**config.mk**
```make
export PLATFORM = sky130hd
export DESIGN_NAME = serial_slave_top
export DESIGN_NICKNAME = d
export VERILOG_FILES = /design/src/hw/serial_slave_pkg.sv /design/src/hw/serial_deserializer.sv /design/src/hw/serial_slave_top.sv /design/src/hw/slave_controller.sv /design/src/hw/word_serializer.sv
export SDC_FILE = /design/constraint.sdc
export NUM_CORES = 1
export LEC_CHECK = 0
export BUFFER_PORTS_ARGS = -buffer_cell sky130_fd_sc_hd__clkbuf_2
export CAP_MARGIN = 20
export CORE_MARGIN = 4
export CORE_UTILIZATION = 45
export DETAILED_ROUTE_END_ITERATION = 10
export GPL_ROUTABILITY_DRIVEN = 0
export GPL_TIMING_DRIVEN = 0
export PLACE_DENSITY = 0.71
export SLEW_MARGIN = 30
export SYNTH_ARGS = -nofsm -noshare
export SYNTH_HDL_FRONTEND = slang
export SYNTH_HIERARCHICAL = 1
export SYNTH_SLANG_ARGS = --single-unit
```
**constraint.sdc**
```tcl
create_clock -name clk -period 2.7 [get_ports clk]
set_input_delay 0.27 -clock clk [delete_from_list [all_inputs] [get_ports clk]]
set_output_delay 0.27 -clock clk [all_outputs]
set_load 0.02 [all_outputs]
```
**src/hw/serial_slave_pkg.sv**
```systemverilog
/*
 * shared definitions of the serial bus slave
 * memory geometry, slave id width and start code,
 * command frame layout and the bus line structs
 */
package serial_slave_pkg;

    // data memory geometry
    localparam int DATA_WIDTH = 8;
    localparam int ADDR_WIDTH = 4;
    localparam int MEM_DEPTH  = 16;

    // command frame fields
    localparam int         SID_WIDTH  = 2;
    localparam logic [2:0] START_CODE = 3'b111;

    // start code, slave id, write flag, burst flag, address
    localparam int CMD_BITS = 3 + SID_WIDTH + 2 + ADDR_WIDTH;

    typedef logic [DATA_WIDTH-1:0] word_t;
    typedef logic [ADDR_WIDTH-1:0] addr_t;
    typedef logic [SID_WIDTH-1:0]  sid_t;

    // fields in the order they arrive on control, msb first
    typedef struct packed {
        logic [2:0] start;
        sid_t       slave_id;
        logic       write;
        logic       burst;
        addr_t      addr;
    } cmd_frame_t;

    // master to slave lines
    typedef struct packed {
        logic control;
        logic wd;
        logic valid;
        logic last;
    } bus_in_t;

    // slave to master lines
    typedef struct packed {
        logic rd;
        logic ready;
    } bus_out_t;

endpackage

```
**src/hw/serial_deserializer.sv**
```systemverilog
`timescale 1ns/10ps
/*
 * serial to parallel shift register
 * collects one payload of any packed type msb first,
 * pulses word_done the cycle after the final bit
 */
module serial_deserializer #(
    parameter type payload_t = serial_slave_pkg::word_t
) (
    input  logic     clk,
    input  logic     rstN,
    input  logic     bit_in,
    input  logic     shift_en,
    output payload_t word,
    output logic     word_done
);

    logic [$bits(payload_t)-1:0]           shreg;
    logic [$clog2($bits(payload_t)+1)-1:0] bit_cnt;
    logic                                  cnt_full;

    // this enabled bit completes the payload
    assign cnt_full = (bit_cnt == $bits(payload_t) - 1);

    // new bits enter at the low end, so the first bit ends up as msb
    always_ff @(posedge clk) begin
        if (shift_en) begin
            shreg <= {shreg[$bits(payload_t)-2:0], bit_in};
        end
    end

    // count wraps to zero on the last bit, next word may follow at once
    always_ff @(posedge clk or negedge rstN) begin
        if (!rstN) begin
            bit_cnt   <= '0;
            word_done <= 1'b0;
        end else begin
            word_done <= shift_en && cnt_full;
            if (shift_en) begin
                if (cnt_full) begin
                    bit_cnt <= '0;
                end else begin
                    bit_cnt <= bit_cnt + 1'b1;
                end
            end
        end
    end

    assign word = payload_t'(shreg);

endmodule

```
**src/hw/serial_slave_top.sv**
```systemverilog
`timescale 1ns/10ps
/*
 * top level of the serial bus slave
 * command frame and write data deserializers,
 * transfer controller and read data serializer
 */
module serial_slave_top #(
    parameter serial_slave_pkg::sid_t SLAVE_ID = 2'd1
) (
    input  logic                       clk,
    input  logic                       rstN,
    input  serial_slave_pkg::bus_in_t  bus_in,
    output serial_slave_pkg::bus_out_t bus_out
);
    import serial_slave_pkg::*;

    cmd_frame_t frame;
    logic       frame_done;
    logic       frame_shift;
    word_t      wr_word;
    logic       wr_done;
    logic       wr_shift;
    logic       rd_load;
    word_t      rd_word;
    logic       rd_busy;

    // command frame from the control line
    serial_deserializer #(
        .payload_t (cmd_frame_t)
    ) u_frame_rx (
        .clk       (clk),
        .rstN      (rstN),
        .bit_in    (bus_in.control),
        .shift_en  (frame_shift),
        .word      (frame),
        .word_done (frame_done)
    );

    // write words from wd
    serial_deserializer #(
        .payload_t (word_t)
    ) u_wdata_rx (
        .clk       (clk),
        .rstN      (rstN),
        .bit_in    (bus_in.wd),
        .shift_en  (wr_shift),
        .word      (wr_word),
        .word_done (wr_done)
    );

    slave_controller #(
        .SLAVE_ID (SLAVE_ID)
    ) u_ctrl (
        .clk         (clk),
        .rstN        (rstN),
        .control     (bus_in.control),
        .valid       (bus_in.valid),
        .last        (bus_in.last),
        .frame       (frame),
        .frame_done  (frame_done),
        .frame_shift (frame_shift),
        .wr_word     (wr_word),
        .wr_done     (wr_done),
        .wr_shift    (wr_shift),
        .rd_load     (rd_load),
        .rd_word     (rd_word),
        .rd_busy     (rd_busy),
        .ready       (bus_out.ready)
    );

    // read words onto rd
    word_serializer u_rdata_tx (
        .clk     (clk),
        .rstN    (rstN),
        .load    (rd_load),
        .word    (rd_word),
        .bit_out (bus_out.rd),
        .busy    (rd_busy)
    );

endmodule

```
**src/hw/slave_controller.sv**
```systemverilog
`timescale 1ns/10ps
/*
 * transfer controller of the serial bus slave
 * transfer FSM, command check, address counter,
 * data memory and ready generation
 */
module slave_controller #(
    parameter serial_slave_pkg::sid_t SLAVE_ID = 2'd1
) (
    input  logic                         clk,
    input  logic                         rstN,
    input  logic                         control,
    input  logic                         valid,
    input  logic                         last,
    input  serial_slave_pkg::cmd_frame_t frame,
    input  logic                         frame_done,
    output logic                         frame_shift,
    input  serial_slave_pkg::word_t      wr_word,
    input  logic                         wr_done,
    output logic                         wr_shift,
    output logic                         rd_load,
    output serial_slave_pkg::word_t      rd_word,
    input  logic                         rd_busy,
    output logic                         ready
);
    import serial_slave_pkg::*;

    typedef enum logic [2:0] {
        ST_IDLE,
        ST_FRAME,
        ST_CHECK,
        ST_WRITE,
        ST_RD_FETCH,
        ST_RD_SEND,
        ST_RD_ACK
    } state_t;

    state_t state;
    addr_t  addr;
    logic   last_seen;
    logic   frame_ok;
    logic   wr_last;
    logic   rd_last;
    logic   rd_ack;
    logic   mem_we;

    word_t  mem [MEM_DEPTH];

    // only frames with our start code and id get a response
    assign frame_ok = (frame.start == START_CODE) && (frame.slave_id == SLAVE_ID);

    // a single transfer ends after one word, a burst on the word marked by last
    assign wr_last = !frame.burst || last_seen;
    assign rd_last = !frame.burst || last;

    // acknowledge counts only once the word has fully left the serializer
    assign rd_ack = valid && !rd_busy &&
                    ((state == ST_RD_SEND) || (state == ST_RD_ACK));

    always_ff @(posedge clk or negedge rstN) begin
        if (!rstN) begin
            state <= ST_IDLE;
            addr  <= '0;
        end else begin
            case (state)
                ST_IDLE: begin
                    // the first 1 on control opens the start code
                    if (control) begin
                        state <= ST_FRAME;
                    end
                end
                ST_FRAME: begin
                    if (frame_done) begin
                        state <= ST_CHECK;
                    end
                end
                ST_CHECK: begin
                    if (frame_ok) begin
                        addr  <= frame.addr;
                        state <= frame.write ? ST_WRITE : ST_RD_FETCH;
                    end else begin
                        state <= ST_IDLE;
                    end
                end
                ST_WRITE: begin
                    if (wr_done) begin
                        addr <= addr + 1'b1;
                        if (wr_last) begin
                            state <= ST_IDLE;
                        end
                    end
                end
                ST_RD_FETCH: begin
                    state <= ST_RD_SEND;
                end
                ST_RD_SEND, ST_RD_ACK: begin
                    if (rd_ack) begin
                        if (rd_last) begin
                            state <= ST_IDLE;
                        end else begin
                            addr  <= addr + 1'b1;
                            state <= ST_RD_FETCH;
                        end
                    end else if (!rd_busy) begin
                        // wait here as long as the master holds off
                        state <= ST_RD_ACK;
                    end
                end
                default: begin
                    state <= ST_IDLE;
                end
            endcase
        end
    end

    // last may already be up on the first bit of the next word
    always_ff @(posedge clk or negedge rstN) begin
        if (!rstN) begin
            last_seen <= 1'b0;
        end else if (state == ST_CHECK) begin
            last_seen <= 1'b0;
        end else if (wr_done) begin
            last_seen <= wr_shift && last;
        end else if (wr_shift && last) begin
            last_seen <= 1'b1;
        end
    end

    // word is complete in the deserializer while wr_done is high
    assign mem_we = (state == ST_WRITE) && wr_done;

    always_ff @(posedge clk) begin
        if (mem_we) begin
            mem[addr] <= wr_word;
        end
    end

    assign rd_word = mem[addr];

    // bit enables for the two deserializers
    assign frame_shift = ((state == ST_IDLE) && control) ||
                         ((state == ST_FRAME) && !frame_done);
    assign wr_shift    = (state == ST_WRITE) && valid;

    assign rd_load = (state == ST_RD_FETCH);

    // high through a write, and while a read word is on rd
    assign ready = (state == ST_WRITE) || rd_busy;

endmodule

```
**src/hw/word_serializer.sv**
```systemverilog
`timescale 1ns/10ps
/*
 * parallel to serial shift register for read data
 * sends one word msb first, busy while the bits go out
 */
module word_serializer (
    input  logic                    clk,
    input  logic                    rstN,
    input  logic                    load,
    input  serial_slave_pkg::word_t word,
    output logic                    bit_out,
    output logic                    busy
);
    import serial_slave_pkg::*;

    word_t                         shreg;
    logic [$clog2(DATA_WIDTH)-1:0] bit_cnt;
    logic                          cnt_last;

    assign cnt_last = (bit_cnt == DATA_WIDTH - 1);

    // capture on load, then move the next bit up to the msb each cycle
    always_ff @(posedge clk) begin
        if (load) begin
            shreg <= word;
        end else if (busy) begin
            shreg <= {shreg[DATA_WIDTH-2:0], 1'b0};
        end
    end

    // busy covers exactly DATA_WIDTH cycles after the load
    always_ff @(posedge clk or negedge rstN) begin
        if (!rstN) begin
            busy    <= 1'b0;
            bit_cnt <= '0;
        end else if (load) begin
            busy    <= 1'b1;
            bit_cnt <= '0;
        end else if (busy) begin
            bit_cnt <= bit_cnt + 1'b1;
            if (cnt_last) begin
                busy <= 1'b0;
            end
        end
    end

    // line stays low between words
    assign bit_out = busy & shreg[DATA_WIDTH-1];

endmodule

```
; ---- Word-level counts from Yosys, hierarchy flattened
; Memory sizes are Yosys's and may differ from the RTL's.
; Cells that the tools add are included.
; Widths: inputs -> output; s select.
[word_totals]
in_bits = 6
out_inout_bits = 2
ramBits = 128
memories = 1
regBits = 49
elab_cells = 91
[memory_table]
columns = memory, depth, width, read_ports, rd_clocked_by_memory_dff, write_ports, line
row1 = u_ctrl.mem, 16, 8, 1, 0, 1, slave_controller.sv:47  ; word_t mem [MEM_DEPTH];
[classes]
n_eq_ne = 19
bitwise_logic = 1
reduce_logical = 25
addsub = 4
mux = 29
[ops]
columns = cell, n
row1 = $mux 3, 11
row2 = $mux 4, 6
row3 = $pmux 3 s6, 1
row4 = $mux 8, 2
row5 = $eq 3x3->1 const B, 5
row6 = $add 4x1->4 const B, 3
row7 = $pmux 4 s3, 1
row8 = $logic_and 1x1->1, 10
row9 = $reduce_and 5->1, 2
row10 = $mux 1, 8
row11 = $ne 2x2->1 const B, 4
row12 = $eq 3x2->1 const B, 2
row13 = $ne 2x1->1 const B, 3
row14 = $reduce_bool 3->1, 2
row15 = $logic_or 1x1->1, 5
row16 = $eq 4x3->1 const B, 1
row17 = $eq 4x4->1 const B, 1
row18 = $add 3x1->3 const B, 1
row19 = $eq 3x1->1 const B, 1
row20 = $logic_not 1->1, 3
row21 = $logic_not 3->1, 1
row22 = $ne 3x3->1 const B, 1
row23 = $eq 2x1->1 const B, 1
row24 = $reduce_bool 2->1, 1
row25 = 2 further kinds, 2

; ---- Logic depth before layout (Yosys ltp)
; Gate-level depths: netlist of run 1.
[depth]
depth_word = 6
depth_mapped = 7
mapped_depth_nobuf = 5

; ---- Modules after synthesis
; The synthesis of run 1 kept the hierarchy.
[by_module_without_submodules]
columns = module, area_per_inst_um2, n_inst, cells_per_inst, seq_area_each_um2
row1 = slave_controller, 5733.0, 1, 287, 4043.9
row2 = serial_deserializer at u_frame_rx, 554.3, 1, 33, 455.4
row3 = word_serializer, 548.0, 1, 34, 340.3
row4 = serial_deserializer at u_wdata_rx, 456.7, 1, 25, 365.4

; ---- Worst setup path after synthesis of run 1
; No wires, ideal clock.
[synth_timing]
kind = register to register
start = register u_ctrl.state[2]
end = register u_frame_rx.bit_cnt[1]
synth_period_minus_slack_ns = 2.603
setup_slack_ns = 0.097
n_path_buf = 1
setup_time_ns = 0.124
stages_incl_launch_ff = 6
t_arrival_ns = 2.479
required_time_ns = 2.576
cell_sequence = dfrtp_1 clkbuf_1 a211oi_1 a21boi_0 o21ai_1 a22o_1
[synth_via]
elab_chain_cells = 3
word_cells_on_any_way = 5
cone_classes = eq/ne: 1 / reduce/logical: 4
[synth_lines]
columns = item, line
row1 = start: declaration, slave_controller.sv:38  ; state_t state;
row2 = start signal: assignment, slave_controller.sv:80  ; state <= frame.write ? ST_WRITE : ST_RD_FETCH;
row3 = $eq 3x1->1 / $logic_not 3->1 (equally long branches), "slave_controller.sv:142, slave_controller.sv:141"
row4 = $logic_and 1x1->1 (on tied branches), "slave_controller.sv:142, slave_controller.sv:141"
row5 = $logic_or 1x1->1 (*), slave_controller.sv:141  ; assign frame_shift = ((state == ST_IDLE) && control) ||
row6 = net frame_shift, serial_slave_top.sv:19  ; logic frame_shift;
row7 = end signal: assignment, serial_deserializer.sv:43  ; bit_cnt <= bit_cnt + 1'b1;
row8 = end: declaration, serial_deserializer.sv:19  ; logic [$clog2($bits(payload_t)+1)-1:0] bit_cnt;
; Mark *: on every way through the listed nets, which the timed path passes. The rest lies on a longest branch.
; A chain may end at the register's enable or synchronous reset.

; ---- Final worst setup path of run 1
[layout_timing]
start = register u_ctrl.addr[1]
end = register u_rdata_tx.shreg[5] (data pin)
[layout_via]
elab_chain_cells = 2
[layout_lines]
columns = item, line
row1 = start: declaration, slave_controller.sv:39  ; addr_t addr;
row2 = start signal: assignment, slave_controller.sv:79  ; addr <= frame.addr;
row3 = start signal: assignment, slave_controller.sv:87  ; addr <= addr + 1'b1;
row4 = start signal: assignment, slave_controller.sv:101  ; addr <= addr + 1'b1;
row5 = $mem_v2 16x8, --
row6 = net rd_word[5], serial_slave_top.sv:24  ; word_t rd_word;
row7 = $mux 8, word_serializer.sv:24  ; if (load) begin
row8 = end signal: assignment, word_serializer.sv:25  ; shreg <= word;
row9 = end signal: assignment, word_serializer.sv:27  ; shreg <= {shreg[DATA_WIDTH-2:0], 1'b0};
row10 = end: declaration, word_serializer.sv:16  ; word_t shreg;
; The timed path passes the listed nets, and every way through them passes these cells.

==> impl_metrics.json, run 1 <==
{
  "dieArea_mm2": 0.0183,
  "grt_pass1_vias": 3733,
  "antenna_found_initial": 0,
  "report.final.hold_viol_count": 0,
  "min_from": "bus_in[3]",
  "via_per_inst": 5.65,
  "hold_path_end": "u_frame_rx/word[0]$_DFFE_PP_",
  "final_cell_mix": "edfxtp_1 (155), mux4_1 (24), dfrtp_1 (22)",
  "grt_pass1_wl_um": 21500,
  "layout_setup_ws_ns": 0.181,
  "pin_count": 8,
  "final_area_mm2": 0.00824,
  "cts_buffer_depth": 2,
  "tritoncts": "built",
  "slew_viol_final": 0,
  "grt_overflow_total": 0,
  "clockRootBuffer": "clkbuf_16",
  "dp_slack_ns": -0.0164,
  "routed_wl_um": 13900,
  "cts_buffers": 17,
  "p_leak_nw": 2.84,
  "ys_async_sr_fraction": 0.124,
  "synthFlopType": "edfxtp_1",
  "vias": 3600,
  "syn_area_per_cell_um2": 19.2,
  "yosysWarnings": 6,
  "synth_edf_count": 155,
  "seq_area_frac_synth": 0.714,
  "clk_pin_slew_ns": 0.06,
  "path_cells": "clkbuf_1 > clkbuf_2 > mux4_1 > mux4_2 > mux2_4",
  "r2r_slack_ns": 0.18,
  "antenna_cells": 0,
  "cpPeakStageDelay_ns": 0.51,
  "coreArea_mm2": 0.0159,
  "routedWlPerCell_um": 21.7,
  "drive_above_1_share": 0.197,
  "area.growth.synth_to_final_pct": 12.9,
  "cp-start-kind": "register",
  "cts.sinks": 177,
  "fillers": 1266,
  "cp.required_ns": 2.87,
  "crit_type": "register to register",
  "fin_total_pwr_mw": 8.53,
  "synthesis.nets": 392,
  "cp_num_buf_inv": 2,
  "r2r_start": "u_ctrl/addr[1]$_DFFE_PN0P_",
  "hpwl_um": 9060,
  "clk_latency_ns": 0.43,
  "critPathCaptureType": "register",
  "num_rows": 46,
  "r2r-end": "u_rdata_tx/shreg[5]$_DFFE_PP_",
  "fin_crit_sh": 0.933,
  "layout.nets": 421,
  "hold_class": "primary input to register",
  "finalSetupViolCount": 0,
  "grt_max_degree": 23,
  "syn_inst": 379,
  "io_buffers": 7,
  "syn_area_mm2": 0.00729,
  "netlist.area_leader.share": 0.638,
  "worstPathMaxFanout": 10,
  "die-width_um": 135,
  "mostFrequentLayoutCell": "edfxtp_1",
  "worstRegToRegCells": 5,
  "ant_nets": 0,
  "maxCapViolCount": 0,
  "grt_usage": 0.162,
  "start_util": 0.459,
  "ys_types": 56,
  "whs_ns": 0.0542,
  "drt-initial-drc-count": 298,
  "max_slew_margin": 0.432,
  "cpLargestDelayFamily": "multiplexers",
  "status": "completed",
  "tightest_slew_ns": 0.848,
  "rsz0062_at_grt": "false",
  "placed_cell_area_mm2": 0.00763,
  "fmax_mhz": 397,
  "hold_depth": 1,
  "synth_area_leaders": "edfxtp_1 (64%), mux4_1 (8.6%), dfrtp_1 (7.5%)",
  "die_h_um": 135,
  "remaining_drc_errors": 0,
  "synth_top_cell_by_area": "edfxtp_1",
  "ys_ff_latch": 177,
  "crit_path_top_delay_cell": "mux4_2",
  "final.min_clock_period_ns": 2.52,
  "finClkSkew_ns": 0.00733,
  "htreeDepth": 4,
  "drt-pass1-iter-count": 4,
  "vdd_drop_max_mv": 0.531,
  "power_density_mw_per_mm2": 1040,
  "crit_arrival_ns": 2.69
}
## sequential cells by signal, summed over array words and instances, names as in the netlist, 3 cells and up
name                count
u_rdata_tx/shreg        8
u_rdata_tx/bit_cnt      3
u_frame_rx/word        11
u_ctrl/addr             4
u_ctrl/mem            128
u_frame_rx/bit_cnt      4
u_wdata_rx/word         8
u_ctrl/state            3
u_wdata_rx/bit_cnt      4
## where the power goes
group          switching (mW)  internal [mW]
clock                    1.03           1.38
combinational            1.26           1.14
sequential              0.290           3.43
total                    2.58           5.95
## synth_stat cells (all sizes together), types with 2 or more instances
master and number:
edfxtp 155, mux4 40, dfrtp 22, nor2 21
nand2 14, inv 12, mux2 10, buf 9
clkbuf 9, ha 7, mux2i 6, nor3 6
a21oi 5, nand3 5, nor2b 5, o21ai 5
and2 4, nand2b 4, a31oi 3, a41oi 3
and3b 3, or2 3, xnor2 3, a21o 2
nand3b 2, nand4 2, o211ai 2, o22a 2
## per-layer routing
metal  global-route usage  part of all wire  up-vias
met3               0.0472             0.041       19
met1                0.215              0.44     1904
met5                    0                 0        -
li1                     -                 -     1595
met4               0.0549             0.015        0
met2                0.257              0.50       82
## per-stage QoR
stage          setup TNS (ns)  cells   util
4_1_cts                     0    637  0.518
5_1_grt                     0    637  0.518
3_5_place_dp          -0.0164    603  0.480
6_report                    0    637  0.518
2_1_floorplan               0    379      -
3_3_place_gp            -3.65    602  0.478
## timing repair
item / in CTS / in global routing
gates resized for setup: 3 / 0
setup endpoints to repair: 3 / 0
setup buffers: 0 / 0
hold buffers: 2 / 0
hold endpoints to repair: 23 / 0
## layout make-up
type | count | area [um2] | share of cell area
well taps | 216 | 270 | 0.0328
repair buffers | 10 | 62.6 | 0.00760
clock buffers | 19 | 433 | 0.0526
clock inverters | 13 | 150 | 0.0182
flip-flops and latches | 177 | 5200 | 0.632
inverters | 12 | 45.0 | 0.00547
multi-input cells | 172 | 1930 | 0.235
plain buffers | 18 | 135 | 0.0164
## cell families after synthesis
family,after synthesis,share of synthesized area
compound gates,33,0.0333
mux,56,0.162
buf+inv,30,0.0242
fa+ha+maj,7,0.0120
flops,177,0.714
simple gates,72,0.0503
xor+xnor,4,0.00481
## worst max-delay path by stage
stage / to / depth (start not counted) / from
2_1_floorplan: u_frame_rx/bit_cnt[1]$_DFFE_PN0P_ / 5 / u_ctrl/state[2]$_DFFE_PN0P_
3_3_place_gp: u_frame_rx/bit_cnt[3]$_DFFE_PN0P_ / 6 / u_ctrl/state[2]$_DFFE_PN0P_
3_5_place_dp: u_rdata_tx/shreg[5]$_DFFE_PP_ / 5 / u_ctrl/addr[1]$_DFFE_PN0P_
4_1_cts: u_rdata_tx/shreg[5]$_DFFE_PP_ / 5 / u_ctrl/addr[1]$_DFFE_PN0P_
5_1_grt: u_ctrl/mem[15][5]$_DFFE_PP_ / 4 / u_ctrl/addr[2]$_DFFE_PN0P_
6_report: u_rdata_tx/shreg[5]$_DFFE_PP_ / 5 / u_ctrl/addr[1]$_DFFE_PN0P_
## worst reg2reg max path, stage by stage, from the launching register on
cell and delay [ns]:
dfrtp_1 0.39, clkbuf_1 0.31, clkbuf_2 0.36, mux4_1 0.42, mux4_2 0.52, mux2_4 0.27
No activity file was read; power rests on OpenSTA's default activity.
==> run 2: changes to the inputs <==
--- a/config.mk
+++ b/config.mk
@@ -12,7 +12,7 @@
 export DETAILED_ROUTE_END_ITERATION = 10
 export GPL_ROUTABILITY_DRIVEN = 0
 export GPL_TIMING_DRIVEN = 0
-export PLACE_DENSITY = 0.71
+export PLACE_DENSITY = 0.69
 export SLEW_MARGIN = 30
 export SYNTH_ARGS = -nofsm -noshare
 export SYNTH_HDL_FRONTEND = slang
==> constraint.sdc (replaced) <==
create_clock -name clk -period 2.55 [get_ports clk]
set_input_delay 0.255 -clock clk [delete_from_list [all_inputs] [get_ports clk]]
set_output_delay 0.255 -clock clk [all_outputs]
set_load 0.02 [all_outputs]
==> impl_metrics.json, run 2 (synthesis results as in run 1) <==
{
  "fillers": 1266,
  "postCtsSetupRepairBufs": 0,
  "worstRegToRegCells": 5,
  "antenna_cells": 0,
  "hold_depth": 1,
  "coreArea_mm2": 0.0159,
  "path_cells": "buf_6 > buf_12 > mux4_1 > mux4_2 > mux2_2",
  "power_density_mw_per_mm2": 1110,
  "crit_path_top_delay_cell": "mux4_1",
  "cp_num_buf_inv": 2,
  "r2r-end": "u_rdata_tx/shreg[2]$_DFFE_PP_",
  "hold_class": "primary input to register",
  "use_met3": 0.0316,
  "clockRootBuffer": "clkbuf_16",
  "routedWlPerCell_um": 21.6,
  "crit_arrival_ns": 2.68,
  "via_per_inst": 5.67,
  "die-width_um": 135,
  "drt-pass1-iter-count": 5,
  "grt_overflow_total": 0,
  "die_h_um": 135,
  "cts.sinks": 177,
  "max_slew_margin": 0.474,
  "r2r_slack_ns": 0.03,
  "r2r_start": "u_ctrl/addr[0]$_DFFE_PN0P_",
  "fmax_mhz": 397,
  "mostFrequentLayoutCell": "edfxtp_1",
  "clk_latency_ns": 0.42,
  "whs_ns": 0.0269,
  "tritoncts": "built",
  "start_util": 0.459,
  "ant_nets": 0,
  "critPathCaptureType": "register",
  "fin_total_pwr_mw": 9.17,
  "hold_path_end": "u_frame_rx/word[0]$_DFFE_PP_",
  "final.min_clock_period_ns": 2.52,
  "fin_crit_sh": 0.987,
  "routed_wl_um": 13700,
  "worst-path-stages": 5,
  "grt_pass1_wl_um": 21300,
  "remaining_drc_errors": 0,
  "io_buffers": 7,
  "tightest_slew_ns": 0.785,
  "cpPeakStageDelay_ns": 0.69,
  "use_met1": 0.216,
  "clk_pin_slew_ns": 0.07,
  "cpLargestDelayFamily": "multiplexers",
  "num_rows": 46,
  "finClkSkew_ns": 0.0105,
  "busiest_layer": "met2",
  "drt-initial-drc-count": 363,
  "cp.required_ns": 2.72,
  "met2_usage": 0.262,
  "final_cell_mix": "edfxtp_1 (155), mux4_1 (24), dfrtp_1 (22)",
  "antenna_found_initial": 0,
  "pin_count": 8,
  "min_from": "bus_in[3]",
  "finalSetupViolCount": 0,
  "largest_register_ffs": 128,
  "drive_above_1_share": 0.231,
  "grt_max_degree": 23,
  "htreeDepth": 4,
  "report.final.hold_viol_count": 0,
  "area.growth.synth_to_final_pct": 13.7,
  "maxCapViolCount": 0,
  "dieArea_mm2": 0.0183,
  "slew_viol_final": 0,
  "cts_buffers": 17,
  "status": "completed",
  "layout.nets": 420,
  "hpwl_um": 8840,
  "cts_buffer_depth": 2,
  "grt_pass1_vias": 3662,
  "grt_usage": 0.160,
  "top_register": "u_ctrl/mem",
  "cp-start-kind": "register",
  "vias": 3603,
  "vdd_drop_max_mv": 0.511,
  "p_leak_nw": 2.87,
  "worstPathMaxFanout": 10,
  "crit_type": "register to register",
  "rsz0062_at_grt": "false"
}
-- run 2: cell types whose count changed in the layout (fill, tap and decap cells not counted), sizes merged --
cell      before  now
clkinv         3    5
clkinvlp       3    1
buf           10    9
bufinv         2    3
clkbuf        35   34
-- run 2: worst reg2reg max path, stage by stage, from the launching register on --
cell	delay, ns
dfrtp_1	0.41
buf_6	0.22
buf_12	0.17
mux4_1	0.69
mux4_2	0.50
mux2_2	0.27
-- run 2: power by group --
group	total, mW	leakage, nW	internal [mW]	switching (mW)
sequential	3.94	1.67	3.63	0.306
combinational	2.59	0.897	1.21	1.38
clock	2.64	0.296	1.56	1.08
total	9.17	2.87	6.40	2.77
-- run 2: cell type report --
| cell class | instances | area (um2) | area share |
|---|---|---|---|
| multi-input combinational | 172 | 1970 | 0.238 |
| tap | 216 | 270 | 0.0326 |
| inverter | 12 | 45.0 | 0.00543 |
| buffer | 18 | 138 | 0.0166 |
| clock inverter | 14 | 178 | 0.0214 |
| sequential | 177 | 5200 | 0.628 |
| timing repair buffer | 9 | 55.1 | 0.00664 |
| clock buffer | 18 | 429 | 0.0518 |
-- run 2: worst max path at each step --
stage | start | endpoint | slack (ns)
floorplan | u_ctrl/state[2]$_DFFE_PN0P_ | u_frame_rx/bit_cnt[1]$_DFFE_PN0P_ | 0.36
global placement | u_ctrl/addr[1]$_DFFE_PN0P_ | u_ctrl/mem[1][6]$_DFFE_PP_ | -0.22
finish | u_ctrl/addr[0]$_DFFE_PN0P_ | u_rdata_tx/shreg[2]$_DFFE_PP_ | 0.03
global route | u_ctrl/state[1]$_DFFE_PN0P_ | u_ctrl/mem[10][4]$_DFFE_PP_ | 0.009
CTS | u_ctrl/addr[2]$_DFFE_PN0P_ | u_ctrl/mem[5][3]$_DFFE_PP_ | -0.08
detailed placement | u_ctrl/addr[1]$_DFFE_PN0P_ | u_rdata_tx/shreg[2]$_DFFE_PP_ | -0.20
-- run 2: timing repair --
item / in CTS / in global routing
resized for setup: 6 / 12
hold buffers: 2 / 0
cloned: 0 / 0
endpoints found under the setup margin: 60 / 60
endpoints found under the hold margin: 23 / 0
-- run 2: per-layer routing --
metal,part of all wire,vias to the layer above
li1,-,1602
met1,0.42,1867
met2,0.51,118
met3,0.053,16
met4,0.015,0
met5,0,-
-- run 2: through the flow --
| stage | utilization | cells | instance area, um2 | setup WS [ns] | setup TNS (ns) |
|---|---|---|---|---|---|
| floorplan | - | 379 | 7290 | 0.364 | 0 |
| global placement | 0.478 | 602 | 7600 | -0.225 | -6.49 |
| detailed placement | 0.480 | 602 | 7620 | -0.198 | -2.18 |
| CTS | 0.520 | 636 | 8260 | -0.0781 | -1.63 |
| global route | 0.522 | 636 | 8290 | 0.00948 | 0 |
| finish | 0.522 | 636 | 8290 | 0.0324 | 0 |
==> run 3: changes to the inputs <==
--- a/config.mk
+++ b/config.mk
@@ -5,7 +5,7 @@
 export SDC_FILE = /design/constraint.sdc
 export NUM_CORES = 1
 export LEC_CHECK = 0
-export BUFFER_PORTS_ARGS = -buffer_cell sky130_fd_sc_hd__clkbuf_2
+export BUFFER_PORTS_ARGS = -buffer_cell sky130_fd_sc_hd__buf_2
 export CAP_MARGIN = 20
 export CORE_MARGIN = 4
 export CORE_UTILIZATION = 45
==> impl_metrics.json, run 3 (synthesis results as in run 1) <==
{
  "status": "completed",
  "hold_class": "primary input to register",
  "io_buffers": 7,
  "critPathCaptureType": "register",
  "r2r_slack_ns": 0.04,
  "register_area_mm2": 0.00520,
  "maxCapViolCount": 0,
  "worstPathMaxFanout": 10,
  "rsz0062_at_grt": "true",
  "cts_buffer_depth": 2,
  "via_per_inst": 5.67,
  "finalSetupViolCount": 0,
  "power_density_mw_per_mm2": 1110,
  "clockRootBuffer": "clkbuf_16",
  "drt-pass1-iter-count": 5,
  "clk_pin_slew_ns": 0.07,
  "multi_input_area_mm2": 0.00195,
  "cpLargestDelayFamily": "buffers and inverters",
  "num_rows": 46,
  "hpwl_um": 8950,
  "slew_viol_final": 0,
  "mostFrequentLayoutCell": "edfxtp_1",
  "vdd_drop_max_mv": 0.515,
  "clk_latency_ns": 0.42,
  "ant_nets": 0,
  "antenna_cells": 0,
  "cts.sinks": 177,
  "fin_cells": 635,
  "cp.required_ns": 2.60,
  "finClkSkew_ns": 0.0119,
  "dieArea_mm2": 0.0183,
  "grt_usage": 0.161,
  "crit_arrival_ns": 2.56,
  "final_cell_mix": "edfxtp_1 (155), mux4_1 (23), dfrtp_1 (22)",
  "dp_cells": 602,
  "largest_register_ffs": 128,
  "cpMostUsedCell": "clkbuf_1",
  "fin_crit_sh": 0.985,
  "routed_wl_um": 13900,
  "postCtsSetupRepairBufs": 0,
  "path_cells": "clkbuf_1 > clkbuf_1 > nand2_1 > nor2_1",
  "fin_total_pwr_mw": 9.22,
  "cp_num_buf_inv": 2,
  "top_register": "u_ctrl/mem",
  "crit_path_top_delay_cell": "nor2_1",
  "grt_overflow_total": 0,
  "report.final.hold_viol_count": 0,
  "vias": 3603,
  "tightest_slew_ns": 0.793,
  "p_leak_nw": 2.85,
  "cpPeakStageDelay_ns": 0.66,
  "area.growth.synth_to_final_pct": 13.5,
  "start_util": 0.459,
  "fmax_mhz": 398,
  "cts_buffers": 17,
  "crit_type": "register to register",
  "fillers": 1262,
  "layout_setup_ws_ns": 0.0389,
  "final.min_clock_period_ns": 2.51,
  "utilization": 0.521,
  "die-width_um": 135,
  "grt_max_degree": 23,
  "cp-start-kind": "register",
  "dp_slack_ns": -0.235,
  "remaining_drc_errors": 0,
  "pin_count": 8,
  "drive_above_1_share": 0.208,
  "htreeDepth": 4,
  "grt_pass1_vias": 3642,
  "antenna_found_initial": 0,
  "tritoncts": "built",
  "coreArea_mm2": 0.0159,
  "grt_pass1_wl_um": 21500,
  "die_h_um": 135,
  "drt-initial-drc-count": 312,
  "max_slew_margin": 0.468,
  "layout.nets": 419,
  "routedWlPerCell_um": 21.8
}
## run 3: cell count changes in the layout (fill, tap and decap cells not counted), moves of 2 or more
cell,change
clkbuf_2,-9
buf_2,+7
clkinv_4,-2
clkbuf_1,+2
nor2_1,+6
inv_6,-2
nor2_2,-6
clkinv_1,+2
## run 3: routing by layer
| metal | track usage | up-vias | wire length [um] |
|---|---|---|---|
| met1 | 0.218 | 1872 | 5780 |
| met3 | 0.0301 | 17 | 703 |
| met2 | 0.262 | 125 | 7160 |
| li1 | - | 1589 | - |
| met5 | 0 | - | 0 |
| met4 | 0.0588 | 0 | 210 |
## run 3: final timing paths
path / startpoint / end / depth (start not counted)
worst max-delay path: u_ctrl/addr[2]$_DFFE_PN0P_ / u_ctrl/mem[6][4]$_DFFE_PP_ / 4
worst min-delay path: bus_in[3] / u_frame_rx/word[0]$_DFFE_PP_ / 1
worst max register to register: u_ctrl/addr[2]$_DFFE_PN0P_ / u_ctrl/mem[6][4]$_DFFE_PP_ / 4
worst min register to register: u_frame_rx/word[7]$_DFFE_PP_ / u_frame_rx/word[8]$_DFFE_PP_ / 0
max in group asynchronous: rstN / u_rdata_tx/busy$_DFF_PN0_ / 2
min in group asynchronous: rstN / u_ctrl/last_seen$_DFFE_PN0P_ / 2
## run 3: timing repair
action,4_1_cts,5_1_grt
endpoints found under the setup margin,32,57
hold endpoints to repair,23,0
hold buffers,2,0
resized for setup,4,4
pin swaps,0,0
## run 3: through the flow
stage / TNS (ns) / cell area [um2] / hold slack [ns]
final: 0 / 8280 / 0.0203
after global routing: -4.61 / 8280 / 0.0218
after CTS: -0.417 / 8260 / 0.00488
after detailed placement: -1.52 / 7620 / 0.267
after global placement: -7.08 / 7600 / 0.250
after floorplan: 0 / 7290 / -0.0406
## run 3: where the power goes
part	internal, mW	leakage [nW]	total [mW]	switching, mW
Clock	1.64	0.293	2.70	1.06
Combinational	1.21	0.887	2.57	1.36
Sequential	3.63	1.67	3.95	0.324
## run 3: final cells by class
type,count,area share
well taps,216,0.0327
repair buffers,9,0.00665
flip-flops and latches,177,0.629
clock buffers,19,0.0523
inverters,12,0.00544
multi-input cells,172,0.236
plain buffers,17,0.0159
clock inverters,13,0.0221
## run 3: worst register-to-register path, cell delays in order, from the launching register on
cell      delay [ns]
dfrtp_1         0.32
clkbuf_1        0.39
clkbuf_1        0.53
nand2_1         0.23
nor2_1          0.66
